[config.mk]
export PLATFORM = sky130hd
export DESIGN_NAME = lumi_tx
export DESIGN_NICKNAME = d
export VERILOG_FILES = /design/src/umi_pkg.sv /design/src/lumi_pkg.sv /design/src/lumi_tx_cfg.sv /design/src/lumi_tx_sizer.sv /design/src/lumi_tx_credit.sv /design/src/lumi_tx_serializer.sv /design/src/lumi_tx.sv
export SDC_FILE = /design/constraint.sdc
export NUM_CORES = 2
export LEC_CHECK = 0
export BUFFER_PORTS_ARGS = -buffer_cell sky130_fd_sc_hd__buf_2
export CAP_MARGIN = 20
export CORE_AREA = 2 2 283 285
export DETAILED_ROUTE_END_ITERATION = 6
export DIE_AREA = 0 0 285 287
export MAX_ROUTING_LAYER = met4
export PLACE_DENSITY_LB_ADDON = 0.2
export SLEW_MARGIN = 40
export SYNTH_ARGS = -nofsm -noshare
export SYNTH_HDL_FRONTEND = slang
export SYNTH_HIERARCHICAL = 1
export SYNTH_SLANG_ARGS = --single-unit
[constraint.sdc]
create_clock -name clk -period 29.9 [get_ports clk]
set_clock_uncertainty 0.2 [all_clocks]
set_input_delay 4.485 -clock clk [delete_from_list [all_inputs] [get_ports clk]]
set_output_delay 4.485 -clock clk [all_outputs]
set_load 0.02 [all_outputs]
[src/umi_pkg.sv]
// UMI packet definitions
package umi_pkg;

   // ################################################
   // Packet field widths
   // ################################################
   localparam int CW = 32;                      // Command
   localparam int AW = 64;                      // Address
   localparam int DW = 128;                     // Data
   localparam int PW = CW + AW + AW + DW;       // Full packet, 288 bits
   localparam int PB = PW / 8;                  // 36 bytes
   localparam int HDR_BYTES = (CW + AW + AW) / 8; // Cmd plus both addresses
   localparam int CMD_BYTES = CW / 8;

   // Command field positions
   localparam int OPCODE_LSB = 0;               // Bits 4..0
   localparam int SIZE_LSB = 5;                 // Bits 7..5
   localparam int LEN_LSB = 8;                  // Bits 15..8

   // ################################################
   // Opcodes
   // ################################################
   localparam logic [4:0] OP_INVALID = 5'h00;
   localparam logic [4:0] OP_REQ_READ = 5'h01;
   localparam logic [4:0] OP_REQ_WRITE = 5'h03;
   localparam logic [4:0] OP_REQ_POSTED = 5'h05;
   localparam logic [4:0] OP_REQ_RDMA = 5'h07;
   localparam logic [4:0] OP_REQ_ATOMIC = 5'h09;
   localparam logic [4:0] OP_REQ_USER0 = 5'h0B;
   localparam logic [4:0] OP_REQ_FUTURE0 = 5'h0D;
   localparam logic [4:0] OP_REQ_ERROR = 5'h0F;  // Size field 0
   localparam logic [4:0] OP_REQ_LINK = 5'h0F;   // Same opcode, size field 1
   localparam logic [4:0] OP_RESP_READ = 5'h02;
   localparam logic [4:0] OP_RESP_WRITE = 5'h04;
   localparam logic [4:0] OP_RESP_LINK = 5'h0E;

   // Low command byte of a link message
   localparam logic [7:0] LINK_LOW = {3'b001, OP_REQ_LINK};

   typedef logic [CW-1:0] umi_cmd_t;

endpackage

[src/lumi_pkg.sv]
// Link transmit definitions
package lumi_pkg;

   // ################################################
   // Phy line and credit widths
   // ################################################
   localparam int IOW = 64;                     // Phy line width
   localparam int IOB = IOW / 8;                // Max bytes per line
   localparam int CRDT_W = 16;
   localparam int LINES_W = 12;                 // Byte and line counts
   localparam int LOG_W = 2;                    // Line bytes = 1 << code

   // Credit message fields
   localparam logic [3:0] CH_REQ = 4'h0;
   localparam logic [3:0] CH_RESP = 4'h1;
   localparam logic [3:0] MSG_INIT = 4'h1;      // Local side still in init
   localparam logic [3:0] MSG_UPDT = 4'h2;

   // ################################################
   // Configuration registers
   // ################################################
   localparam int CFG_AW = 2;
   localparam int CFG_DW = 16;
   localparam logic [CFG_AW-1:0] CFG_CTRL = 2'd0;
   localparam logic [CFG_AW-1:0] CFG_INTRVL = 2'd1;

   // Control register bits
   localparam int CTRL_EN_BIT = 0;
   localparam int CTRL_CRDT_BIT = 1;
   localparam int CTRL_IOW_LSB = 2;             // Bits 3..2

   typedef logic [CRDT_W-1:0] crdt_t;
   typedef logic [umi_pkg::PB-1:0] mask_t;      // One bit per packet byte

endpackage

[src/lumi_tx_cfg.sv]
// Transmit configuration registers
`timescale 1ns/1ps

module lumi_tx_cfg
  (
   input  logic                         clk,
   input  logic                         nreset,
   input  logic                         cfg_req,
   input  logic [lumi_pkg::CFG_AW-1:0]  cfg_addr,
   input  logic [lumi_pkg::CFG_DW-1:0]  cfg_wdata,
   output logic                         cfg_ack,
   output logic                         tx_en,
   output logic                         crdt_en,
   output logic [lumi_pkg::LOG_W-1:0]   iowidth,
   output lumi_pkg::crdt_t              crdt_intrvl
   );

   logic cfg_wr;

   // One write per request phase, taken while ack is still low
   assign cfg_wr = cfg_req & ~cfg_ack;

   // Ack follows req one cycle later in both directions
   always_ff @(posedge clk or negedge nreset)
   begin
      if (!nreset)
         cfg_ack <= 1'b0;
      else if (cfg_wr)
         cfg_ack <= 1'b1;
      else if (!cfg_req)
         cfg_ack <= 1'b0;                       // Host dropped req
   end

   // ################################################
   // Register file
   // ################################################
   always_ff @(posedge clk or negedge nreset)
   begin
      if (!nreset)
      begin
         tx_en <= 1'b0;
         crdt_en <= 1'b0;
         iowidth <= '1;                         // Full 8 byte line
         crdt_intrvl <= '0;
      end
      else if (cfg_wr)
      begin
         case (cfg_addr)
            lumi_pkg::CFG_CTRL:
            begin
               tx_en <= cfg_wdata[lumi_pkg::CTRL_EN_BIT];
               crdt_en <= cfg_wdata[lumi_pkg::CTRL_CRDT_BIT];
               iowidth <= cfg_wdata[lumi_pkg::CTRL_IOW_LSB +: lumi_pkg::LOG_W];
            end
            lumi_pkg::CFG_INTRVL:
               crdt_intrvl <= cfg_wdata;
            default:
               ;                                // Unmapped, ack only
         endcase
      end
   end

   // Handshake order
   a_ack_needs_req: assert property (@(posedge clk) disable iff (!nreset)
      $rose(cfg_ack) |-> $past(cfg_req));

endmodule

[src/lumi_tx_sizer.sv]
// Packet size decoder
`timescale 1ns/1ps

module lumi_tx_sizer
  (
   input  umi_pkg::umi_cmd_t             cmd,
   input  logic [lumi_pkg::LOG_W-1:0]    iowidth,
   output lumi_pkg::mask_t               pkt_mask,
   output lumi_pkg::crdt_t               crdt_need
   );

   logic [4:0]                    opcode;
   logic [2:0]                    size;
   logic [7:0]                    len;
   logic [15:0]                   data_raw;
   logic [15:0]                   data_cap;
   logic [lumi_pkg::LINES_W-1:0]  pkt_bytes;
   logic [lumi_pkg::LINES_W-1:0]  pkt_lines;

   assign opcode = cmd[umi_pkg::OPCODE_LSB +: 5];
   assign size = cmd[umi_pkg::SIZE_LSB +: 3];
   assign len = cmd[umi_pkg::LEN_LSB +: 8];

   // Data bytes are (len+1) << size, never more than the data field
   assign data_raw = ({8'h00, len} + 16'd1) << size;
   assign data_cap = (data_raw > 16'(umi_pkg::DW / 8)) ? 16'(umi_pkg::DW / 8) : data_raw;

   // ################################################
   // Byte count per opcode class
   // ################################################
   always_comb
   begin
      case (opcode)
         umi_pkg::OP_INVALID,
         umi_pkg::OP_RESP_LINK:
            pkt_bytes = lumi_pkg::LINES_W'(umi_pkg::CMD_BYTES);
         umi_pkg::OP_REQ_ERROR:                 // Shared with link, split by size
            if (cmd[7:0] == umi_pkg::LINK_LOW)
               pkt_bytes = lumi_pkg::LINES_W'(umi_pkg::CMD_BYTES);
            else
               pkt_bytes = lumi_pkg::LINES_W'(umi_pkg::HDR_BYTES);
         umi_pkg::OP_REQ_READ,
         umi_pkg::OP_REQ_RDMA,
         umi_pkg::OP_RESP_WRITE,
         umi_pkg::OP_REQ_USER0,
         umi_pkg::OP_REQ_FUTURE0:
            pkt_bytes = lumi_pkg::LINES_W'(umi_pkg::HDR_BYTES);
         default:                               // Header plus used data
            pkt_bytes = lumi_pkg::LINES_W'(umi_pkg::HDR_BYTES) +
                        data_cap[lumi_pkg::LINES_W-1:0];
      endcase
   end

   // Low bytes of the shift register that go out, lsb first
   assign pkt_mask = ~({umi_pkg::PB{1'b1}} << pkt_bytes);

   // Round up to whole lines
   assign pkt_lines = (pkt_bytes + ((lumi_pkg::LINES_W'(1) << iowidth) - 1'b1)) >> iowidth;
   assign crdt_need = lumi_pkg::crdt_t'(pkt_lines);

endmodule

[src/lumi_tx_credit.sv]
// Transmit credit tracking
`timescale 1ns/1ps

module lumi_tx_credit
  (
   input  logic               clk,
   input  logic               nreset,
   input  logic               tx_en,
   input  logic               crdt_en,
   input  lumi_pkg::crdt_t    crdt_intrvl,
   input  lumi_pkg::crdt_t    req_need,
   input  lumi_pkg::crdt_t    resp_need,
   input  lumi_pkg::crdt_t    rmt_crdt_req,
   input  lumi_pkg::crdt_t    rmt_crdt_resp,
   input  logic [1:0]         rmt_crdt_init,
   input  lumi_pkg::crdt_t    loc_crdt_req,
   input  lumi_pkg::crdt_t    loc_crdt_resp,
   input  logic [1:0]         loc_crdt_init,
   input  logic               sent_line,
   input  logic [1:0]         sent_type,    // {resp, req}
   input  logic               accept_updt,
   output logic               req_ok,
   output logic               resp_ok,
   output logic               updt_pending,
   output umi_pkg::umi_cmd_t  updt_cmd
   );

   lumi_pkg::crdt_t  tx_req;
   lumi_pkg::crdt_t  tx_resp;
   lumi_pkg::crdt_t  req_avail;
   lumi_pkg::crdt_t  resp_avail;
   lumi_pkg::crdt_t  updt_cnt;
   lumi_pkg::crdt_t  msg_crdt;
   logic             updt_hit;
   logic [1:0]       updt_send;     // Bit 0 resp message, bit 1 req message
   logic [3:0]       msg_ch;
   logic [3:0]       msg_code;

   // ################################################
   // Transmitted line counters
   // ################################################
   always_ff @(posedge clk or negedge nreset)
   begin
      if (!nreset)
      begin
         tx_req <= '0;
         tx_resp <= '0;
      end
      else if (!tx_en)
      begin
         tx_req <= '0;
         tx_resp <= '0;
      end
      else if (sent_line)
      begin
         tx_req <= tx_req + lumi_pkg::crdt_t'(sent_type[0]);
         tx_resp <= tx_resp + lumi_pkg::crdt_t'(sent_type[1]);
      end
   end

   // Less a line leaving in this cycle
   assign req_avail = rmt_crdt_req - tx_req - lumi_pkg::crdt_t'(sent_line & sent_type[0]);
   assign resp_avail = rmt_crdt_resp - tx_resp - lumi_pkg::crdt_t'(sent_line & sent_type[1]);

   // Infinite credit when off, nothing until remote init ends
   assign req_ok = ~crdt_en | (~|rmt_crdt_init & (req_avail >= req_need));
   assign resp_ok = ~crdt_en | (~|rmt_crdt_init & (resp_avail >= resp_need));

   // ################################################
   // Credit message timer
   // ################################################
   assign updt_hit = crdt_en & (updt_cnt == crdt_intrvl);

   always_ff @(posedge clk or negedge nreset)
   begin
      if (!nreset)
         updt_cnt <= '0;
      else if (!crdt_en || updt_hit)
         updt_cnt <= '0;
      else
         updt_cnt <= updt_cnt + 1'b1;
   end

   // Resp message first, req after it
   always_ff @(posedge clk or negedge nreset)
   begin
      if (!nreset)
         updt_send <= 2'b00;
      else if (updt_hit)
         updt_send <= 2'b01;
      else if (accept_updt)
         updt_send <= updt_send << 1;
   end

   assign updt_pending = |updt_send;

   assign msg_ch = updt_send[0] ? lumi_pkg::CH_RESP : lumi_pkg::CH_REQ;
   assign msg_crdt = updt_send[0] ? loc_crdt_resp : loc_crdt_req;
   assign msg_code = (updt_send[0] ? loc_crdt_init[1] : loc_crdt_init[0]) ?
                     lumi_pkg::MSG_INIT : lumi_pkg::MSG_UPDT;
   assign updt_cmd = {msg_crdt, msg_ch, msg_code, umi_pkg::LINK_LOW};

   // Serializer gating keeps the link within remote credit
   a_within_credit: assert property (@(posedge clk) disable iff (!nreset || !tx_en)
      crdt_en |-> (tx_req <= rmt_crdt_req) && (tx_resp <= rmt_crdt_resp));

endmodule

[src/lumi_tx_serializer.sv]
// Packet arbiter and output shift register
`timescale 1ns/1ps

module lumi_tx_serializer
  (
   input  logic                          clk,
   input  logic                          nreset,
   input  logic                          tx_en,
   input  logic [lumi_pkg::LOG_W-1:0]    iowidth,
   input  logic                          umi_req_in_valid,
   input  umi_pkg::umi_cmd_t             umi_req_in_cmd,
   input  logic [umi_pkg::AW-1:0]        umi_req_in_dstaddr,
   input  logic [umi_pkg::AW-1:0]        umi_req_in_srcaddr,
   input  logic [umi_pkg::DW-1:0]        umi_req_in_data,
   input  logic                          umi_resp_in_valid,
   input  umi_pkg::umi_cmd_t             umi_resp_in_cmd,
   input  logic [umi_pkg::AW-1:0]        umi_resp_in_dstaddr,
   input  logic [umi_pkg::AW-1:0]        umi_resp_in_srcaddr,
   input  logic [umi_pkg::DW-1:0]        umi_resp_in_data,
   input  logic                          req_ok,
   input  logic                          resp_ok,
   input  lumi_pkg::mask_t               req_mask,
   input  lumi_pkg::mask_t               resp_mask,
   input  logic                          updt_pending,
   input  umi_pkg::umi_cmd_t             updt_cmd,
   input  logic                          phy_txrdy,
   output logic                          umi_req_in_ready,
   output logic                          umi_resp_in_ready,
   output logic                          accept_updt,
   output logic                          sent_line,
   output logic [1:0]                    sent_type,
   output logic [lumi_pkg::IOW-1:0]      phy_txdata,
   output logic                          phy_txvld
   );

   logic [umi_pkg::PW-1:0]            shiftreg;
   logic [umi_pkg::PW-1:0]            load_data;
   lumi_pkg::mask_t                   mask;
   lumi_pkg::mask_t                   mask_next;
   lumi_pkg::mask_t                   load_mask;
   logic [$clog2(lumi_pkg::IOB):0]    line_bytes;
   logic [1:0]                        ld_type;      // {resp, req}
   logic                              idle;
   logic                              resp_go;
   logic                              req_go;
   logic                              load;

   assign line_bytes = 1'b1 << iowidth;
   assign mask_next = mask >> line_bytes;

   // ################################################
   // Arbitration
   // ################################################
   // Free when empty or the last line leaves now
   assign idle = tx_en & (~|mask | ~|mask_next);

   // Credit messages hold off both channels
   assign resp_go = umi_resp_in_valid & resp_ok & ~updt_pending;
   assign req_go = umi_req_in_valid & req_ok & ~updt_pending;

   assign load = idle & phy_txrdy & (updt_pending | resp_go | req_go);
   assign accept_updt = idle & phy_txrdy & updt_pending;
   assign umi_resp_in_ready = idle & phy_txrdy & resp_go;
   assign umi_req_in_ready = idle & phy_txrdy & req_go & ~resp_go;    // Resp wins

   always_comb
   begin
      if (updt_pending)
      begin
         load_data = {{(umi_pkg::PW - umi_pkg::CW){1'b0}}, updt_cmd};
         load_mask = ~({umi_pkg::PB{1'b1}} << umi_pkg::CMD_BYTES);
      end
      else if (resp_go)
      begin
         load_data = {umi_resp_in_data, umi_resp_in_srcaddr, umi_resp_in_dstaddr,
                      umi_resp_in_cmd};
         load_mask = resp_mask;
      end
      else
      begin
         load_data = {umi_req_in_data, umi_req_in_srcaddr, umi_req_in_dstaddr,
                      umi_req_in_cmd};
         load_mask = req_mask;
      end
   end

   // ################################################
   // Shift register, lsb byte first
   // ################################################
   always_ff @(posedge clk or negedge nreset)
   begin
      if (!nreset)
      begin
         mask <= '0;
         ld_type <= 2'b00;
      end
      else if (load)
      begin
         mask <= load_mask;
         ld_type <= {resp_go, req_go & ~resp_go};    // Messages count as neither
      end
      else if (phy_txrdy)
         mask <= mask_next;                           // Stalled phy freezes all
   end

   always_ff @(posedge clk)
   begin
      if (load)
         shiftreg <= load_data;
      else if (phy_txrdy & phy_txvld)
         shiftreg <= shiftreg >> {line_bytes, 3'b000};
   end

   assign phy_txvld = |mask;
   assign phy_txdata = shiftreg[lumi_pkg::IOW-1:0];
   assign sent_line = phy_txvld & phy_txrdy;
   assign sent_type = ld_type;

   a_one_ready: assert property (@(posedge clk) disable iff (!nreset)
      !(umi_req_in_ready && umi_resp_in_ready));

   // Accepted packet is on the line next cycle
   a_load_sends: assert property (@(posedge clk) disable iff (!nreset)
      load |=> phy_txvld);

endmodule

[src/lumi_tx.sv]
// Link transmit top level
`timescale 1ns/1ps

module lumi_tx
  (
   input  logic                          clk,
   input  logic                          nreset,
   // Configuration port
   input  logic                          cfg_req,
   input  logic [lumi_pkg::CFG_AW-1:0]   cfg_addr,
   input  logic [lumi_pkg::CFG_DW-1:0]   cfg_wdata,
   output logic                          cfg_ack,
   // Request channel
   input  logic                          umi_req_in_valid,
   input  umi_pkg::umi_cmd_t             umi_req_in_cmd,
   input  logic [umi_pkg::AW-1:0]        umi_req_in_dstaddr,
   input  logic [umi_pkg::AW-1:0]        umi_req_in_srcaddr,
   input  logic [umi_pkg::DW-1:0]        umi_req_in_data,
   output logic                          umi_req_in_ready,
   // Response channel
   input  logic                          umi_resp_in_valid,
   input  umi_pkg::umi_cmd_t             umi_resp_in_cmd,
   input  logic [umi_pkg::AW-1:0]        umi_resp_in_dstaddr,
   input  logic [umi_pkg::AW-1:0]        umi_resp_in_srcaddr,
   input  logic [umi_pkg::DW-1:0]        umi_resp_in_data,
   output logic                          umi_resp_in_ready,
   // Phy
   output logic [lumi_pkg::IOW-1:0]      phy_txdata,
   output logic                          phy_txvld,
   input  logic                          phy_txrdy,
   // Credits
   input  lumi_pkg::crdt_t               rmt_crdt_req,
   input  lumi_pkg::crdt_t               rmt_crdt_resp,
   input  lumi_pkg::crdt_t               loc_crdt_req,
   input  lumi_pkg::crdt_t               loc_crdt_resp,
   input  logic [1:0]                    loc_crdt_init,
   input  logic [1:0]                    rmt_crdt_init
   );

   logic                          tx_en;
   logic                          crdt_en;
   logic [lumi_pkg::LOG_W-1:0]    iowidth;
   lumi_pkg::crdt_t               crdt_intrvl;
   lumi_pkg::mask_t               req_mask;
   lumi_pkg::mask_t               resp_mask;
   lumi_pkg::crdt_t               req_need;
   lumi_pkg::crdt_t               resp_need;
   logic                          req_ok;
   logic                          resp_ok;
   logic                          updt_pending;
   umi_pkg::umi_cmd_t             updt_cmd;
   logic                          accept_updt;
   logic                          sent_line;
   logic [1:0]                    sent_type;

   lumi_tx_cfg cfg0 (.clk, .nreset, .cfg_req, .cfg_addr, .cfg_wdata, .cfg_ack,
                     .tx_en, .crdt_en, .iowidth, .crdt_intrvl);

   // One sizer per channel
   lumi_tx_sizer sizer_req (.cmd(umi_req_in_cmd), .iowidth,
                            .pkt_mask(req_mask), .crdt_need(req_need));
   lumi_tx_sizer sizer_resp (.cmd(umi_resp_in_cmd), .iowidth,
                             .pkt_mask(resp_mask), .crdt_need(resp_need));

   lumi_tx_credit credit0 (.clk, .nreset, .tx_en, .crdt_en, .crdt_intrvl,
                           .req_need, .resp_need, .rmt_crdt_req, .rmt_crdt_resp,
                           .rmt_crdt_init, .loc_crdt_req, .loc_crdt_resp, .loc_crdt_init,
                           .sent_line, .sent_type, .accept_updt,
                           .req_ok, .resp_ok, .updt_pending, .updt_cmd);

   lumi_tx_serializer ser0 (.clk, .nreset, .tx_en, .iowidth,
                            .umi_req_in_valid, .umi_req_in_cmd, .umi_req_in_dstaddr,
                            .umi_req_in_srcaddr, .umi_req_in_data,
                            .umi_resp_in_valid, .umi_resp_in_cmd, .umi_resp_in_dstaddr,
                            .umi_resp_in_srcaddr, .umi_resp_in_data,
                            .req_ok, .resp_ok, .req_mask, .resp_mask,
                            .updt_pending, .updt_cmd, .phy_txrdy,
                            .umi_req_in_ready, .umi_resp_in_ready, .accept_updt,
                            .sent_line, .sent_type, .phy_txdata, .phy_txvld);

endmodule

==> metrics.md <==
| Metric | Value |
|---|---|
| Chip width | 285 µm |
| CP most frequent cell | ha_1 |
| Vias in the first global route | 29.6k |
| Failing checks | DRC |
| Port bufs | 735 |
| Power Total | 2.62 mW |
| Number of top-level pins | 736 |
| Clock Sinks | 397 |
| Root buffer cell | clkbuf_16 |
| Worst Hold Class | reg -> reg |
| CP startpoint kind | primary input |
| Static Leak | 18.7 nW |
| Commonest cells in the netlist | nand2_1 (717), a21oi_1 (343), edfxtp_1 (288) |
| Post-Syn Instances | 3790 |
| 1st-iter DRT viols | about 3.4k |
| 1st-pass router iterations | 7 |
| Post-synthesis sequential area ratio | around 30% |
| GRT Util Overall | 31.3% |
| EDFF count, synth | 288 |
| CP max stage cell | a2111oi_0 |
| Antenna Violating Nets Remaining | 0 |
| Ys async rst share | 27.5% |
| Initial core utilization | roughly half |
| Worst rel slew slack | 32.8% |
| Vias | 32.0k |
| Antenna violations before repair | 6 |
| Post-synth cell types | 103 |
| Final std cell area, no fill | 0.0432 mm² |
| Yosys warnings | 6 |
| Largest net degree at the start of global routing | 106 |
| Setup bufs post-CTS | 0 |
| Crit path largest cell delay | ~0.59 ns |
| Pins Over Slew Limit | 0 |
| CTS Buf Count | 48 |
| Worst setup EP type | primary output |
| Share of layout cells above drive strength 1 | around a third |
| RSZ-0062 raised after global routing | false |
| Clock slew at reported path FFs | 0.06 ns |
| Fmax | 0.0598 GHz |
| Worst-path fanout max | 23 |
| Gpl congestion | 0.960 |
| Actual slew at the worst max-slew pin | 0.998 ns |
| Synth area leader | edfxtp_1 |
| Min Clock Period, post-route | 16.72 ns |
| Total global routing overflow | 0 |
| Max Cap Violations | 0 |
| Most common flop cell mapped by yosys | edfxtp_1 |
| Fill count | roughly 7k |
| Critical path's top delay family | compound AO/OA/AOI/OAI gates |
| DR WL/cell | 23.9 µm |
| Setup TNS | 0 ns |
| Final HPWL DP | slightly above 100000 µm |
| Routed WL | roughly 130000 µm |
| Critical Path AT | 12.03 ns |
| Clock Path Buffers | 3 |
| Maximum VDD drop | 0.0461 mV |
| Setup Viol. Count Final | 0 |
| Final hold violation count | 0 |
| Area share of the largest cell type after synthesis | 22.8% |
| First-pass GRT wire length | 189000 µm |
| Die footprint | 0.0818 mm² |
| Total Nets Final | 5091 |
| Vias/cell | 5.95 |
| H-tree levels | 2 |
| Mapped Avg Cell Area | about 10 µm² |
| CTS Hold Buffers Added | 0 |
| Cell Pwr Density | approximately 61 mW/mm² |
| Count leader, synth | nand2_1 |
| Area Overhead vs Synth | 13.8% |
| Area after DPL | 0.0417 mm² |
| TritonCTS clock tree | done |
| Hold Slack | 0.320 ns |
| Post-CTS resize count | 0 |
| Setup CP Type | in -> out |
| Synthesized flop and latch total | 397 |
| CP Data Required Time | 25.22 ns |
| Clk_lat worst skew | about 0.6 ns |
| Synth area leaders | edfxtp_1 (23%), mux4_2 (15%), mux2_4 (8.3%) |
| Crit path buffers/inverters | 4 |
| Die height | ~290 µm |
| Site Rows | between 100 and 150 |
| DRC Markers | 3 |
| Crit share post-route | a little under three fifths |
| Syn Std Cell Area | 0.0380 mm² |
| Core Area | 0.0786 mm² |
| Status | complete, but fails checks |
state kept, by name, indices dropped and copies added, names as in the netlist:
signal,count
credit0/updt_send,2
credit0/tx_req,16
cfg0/crdt_intrvl,16
cfg0/crdt_en,1
cfg0/cfg_ack,1
credit0/updt_cnt,16
credit0/tx_resp,16
cfg0/iowidth,2
ser0/sent_type,2
ser0/mask,36
cfg0/tx_en,1
ser0/shiftreg,288
cell families (layout without fill, tap and decap cells):
family                     count (synthesis)  count (layout)  share of synthesized area [%]
adders and majority gates                137             137                           4.62
muxes                                    732             732                           30.6
DFF                                      397             397                           29.9
buffers and inverters                    537            1032                           7.00
xor gates and xnor gates                 118             118                           2.76
AOI/OAI and AO/OA                        726             726                           11.2
and+or+nand+nor                         1137            1137                           13.8
other                                      6              53                         0.0593
layer usage:
metal	part of all wire [%]	wire length, µm	GRT usage [%]
met1	43	55800	44.0
met2	46	58900	47.2
met3	7.0	9010	3.38
met4	3.8	4820	10.6
met5	0	0	-
power breakdown:
group	total (mW)	internal [mW]	switching, mW
logic	1.10	0.615	0.481
registers	0.947	0.764	0.182
clock network	0.578	0.330	0.248
area by class of cell:
class / instances / area, µm² / share of cell area [%]
Clock buffer: 64 / 1320 / 3.06
Sequential cell: 397 / 11400 / 26.3
Clock inverter: 24 / 201 / 0.466
Inverter: 171 / 642 / 1.48
Timing Repair Buffer: 773 / 4170 / 9.65
Multi-Input combinational cell: 2897 / 24200 / 55.9
Antenna cell: 6 / 15.0 / 0.0347
Tap cell: 1050 / 1310 / 3.04
final timing paths:
path | end | slack, ns | cells past startpoint | start
max | umi_req_in_ready | 13.18 | 32 | umi_resp_in_cmd[8]
min | ser0/mask[0] | 0.32 | 2 | ser0/mask[0]
max reg2reg | ser0/shiftreg[106] | 21.03 | 28 | cfg0/iowidth[0]
min reg2reg | ser0/mask[0] | 0.32 | 2 | ser0/mask[0]
max in group asynchronous | ser0/mask[27] | 24.89 | 2 | nreset
min in group asynchronous | credit0/tx_resp[8] | 3.60 | 1 | nreset
layout by cell type, fill, tap and decap left out, types with 26 or more instances in the layout:
| cell | synthesis | routed |
|---|---|---|
| buf_2 | 17 | 733 |
| nand2_1 | 717 | 716 |
| a21oi_1 | 343 | 343 |
| edfxtp_1 | 288 | 288 |
| mux4_2 | 249 | 249 |
| mux2_4 | 210 | 210 |
| inv_1 | 168 | 168 |
| mux2i_1 | 168 | 168 |
| o21ai_0 | 171 | 167 |
| ha_1 | 129 | 129 |
| dfrtp_1 | 107 | 106 |
| nor2_1 | 106 | 105 |
| mux2_2 | 79 | 79 |
| xnor2_1 | 75 | 75 |
| clkbuf_16 | 0 | 50 |
| conb_1 | 6 | 47 |
| nor2b_1 | 45 | 45 |
| xor2_1 | 41 | 41 |
| nand3_1 | 40 | 39 |
| and2_1 | 29 | 28 |
| nand4_1 | 27 | 27 |
| nor3_1 | 26 | 26 |
| mux2_1 | 26 | 26 |
worst reg2reg max path, delay by kind of cell, from the launching register on:
family          cells  cell delay (ns)
simple gates        5             1.08
compound gates     12             2.67
flops               1             1.07
buf+inv             6             2.53
mux                 1             0.26
xor+xnor            1             0.16
fa+ha+maj           3             0.79
through the flow:
stage          utilization (%)  cells  setup WS, ns
5_1_grt                   55.0   5382         12.31
4_1_cts                   54.9   5376         13.33
3_3_place_gp              52.7   5281         13.41
2_1_floorplan                -   3831          4.57
3_5_place_dp              53.0   5288         13.35
6_report                  55.0   5382         13.18
No activity file was read; power rests on OpenSTA's default activity.
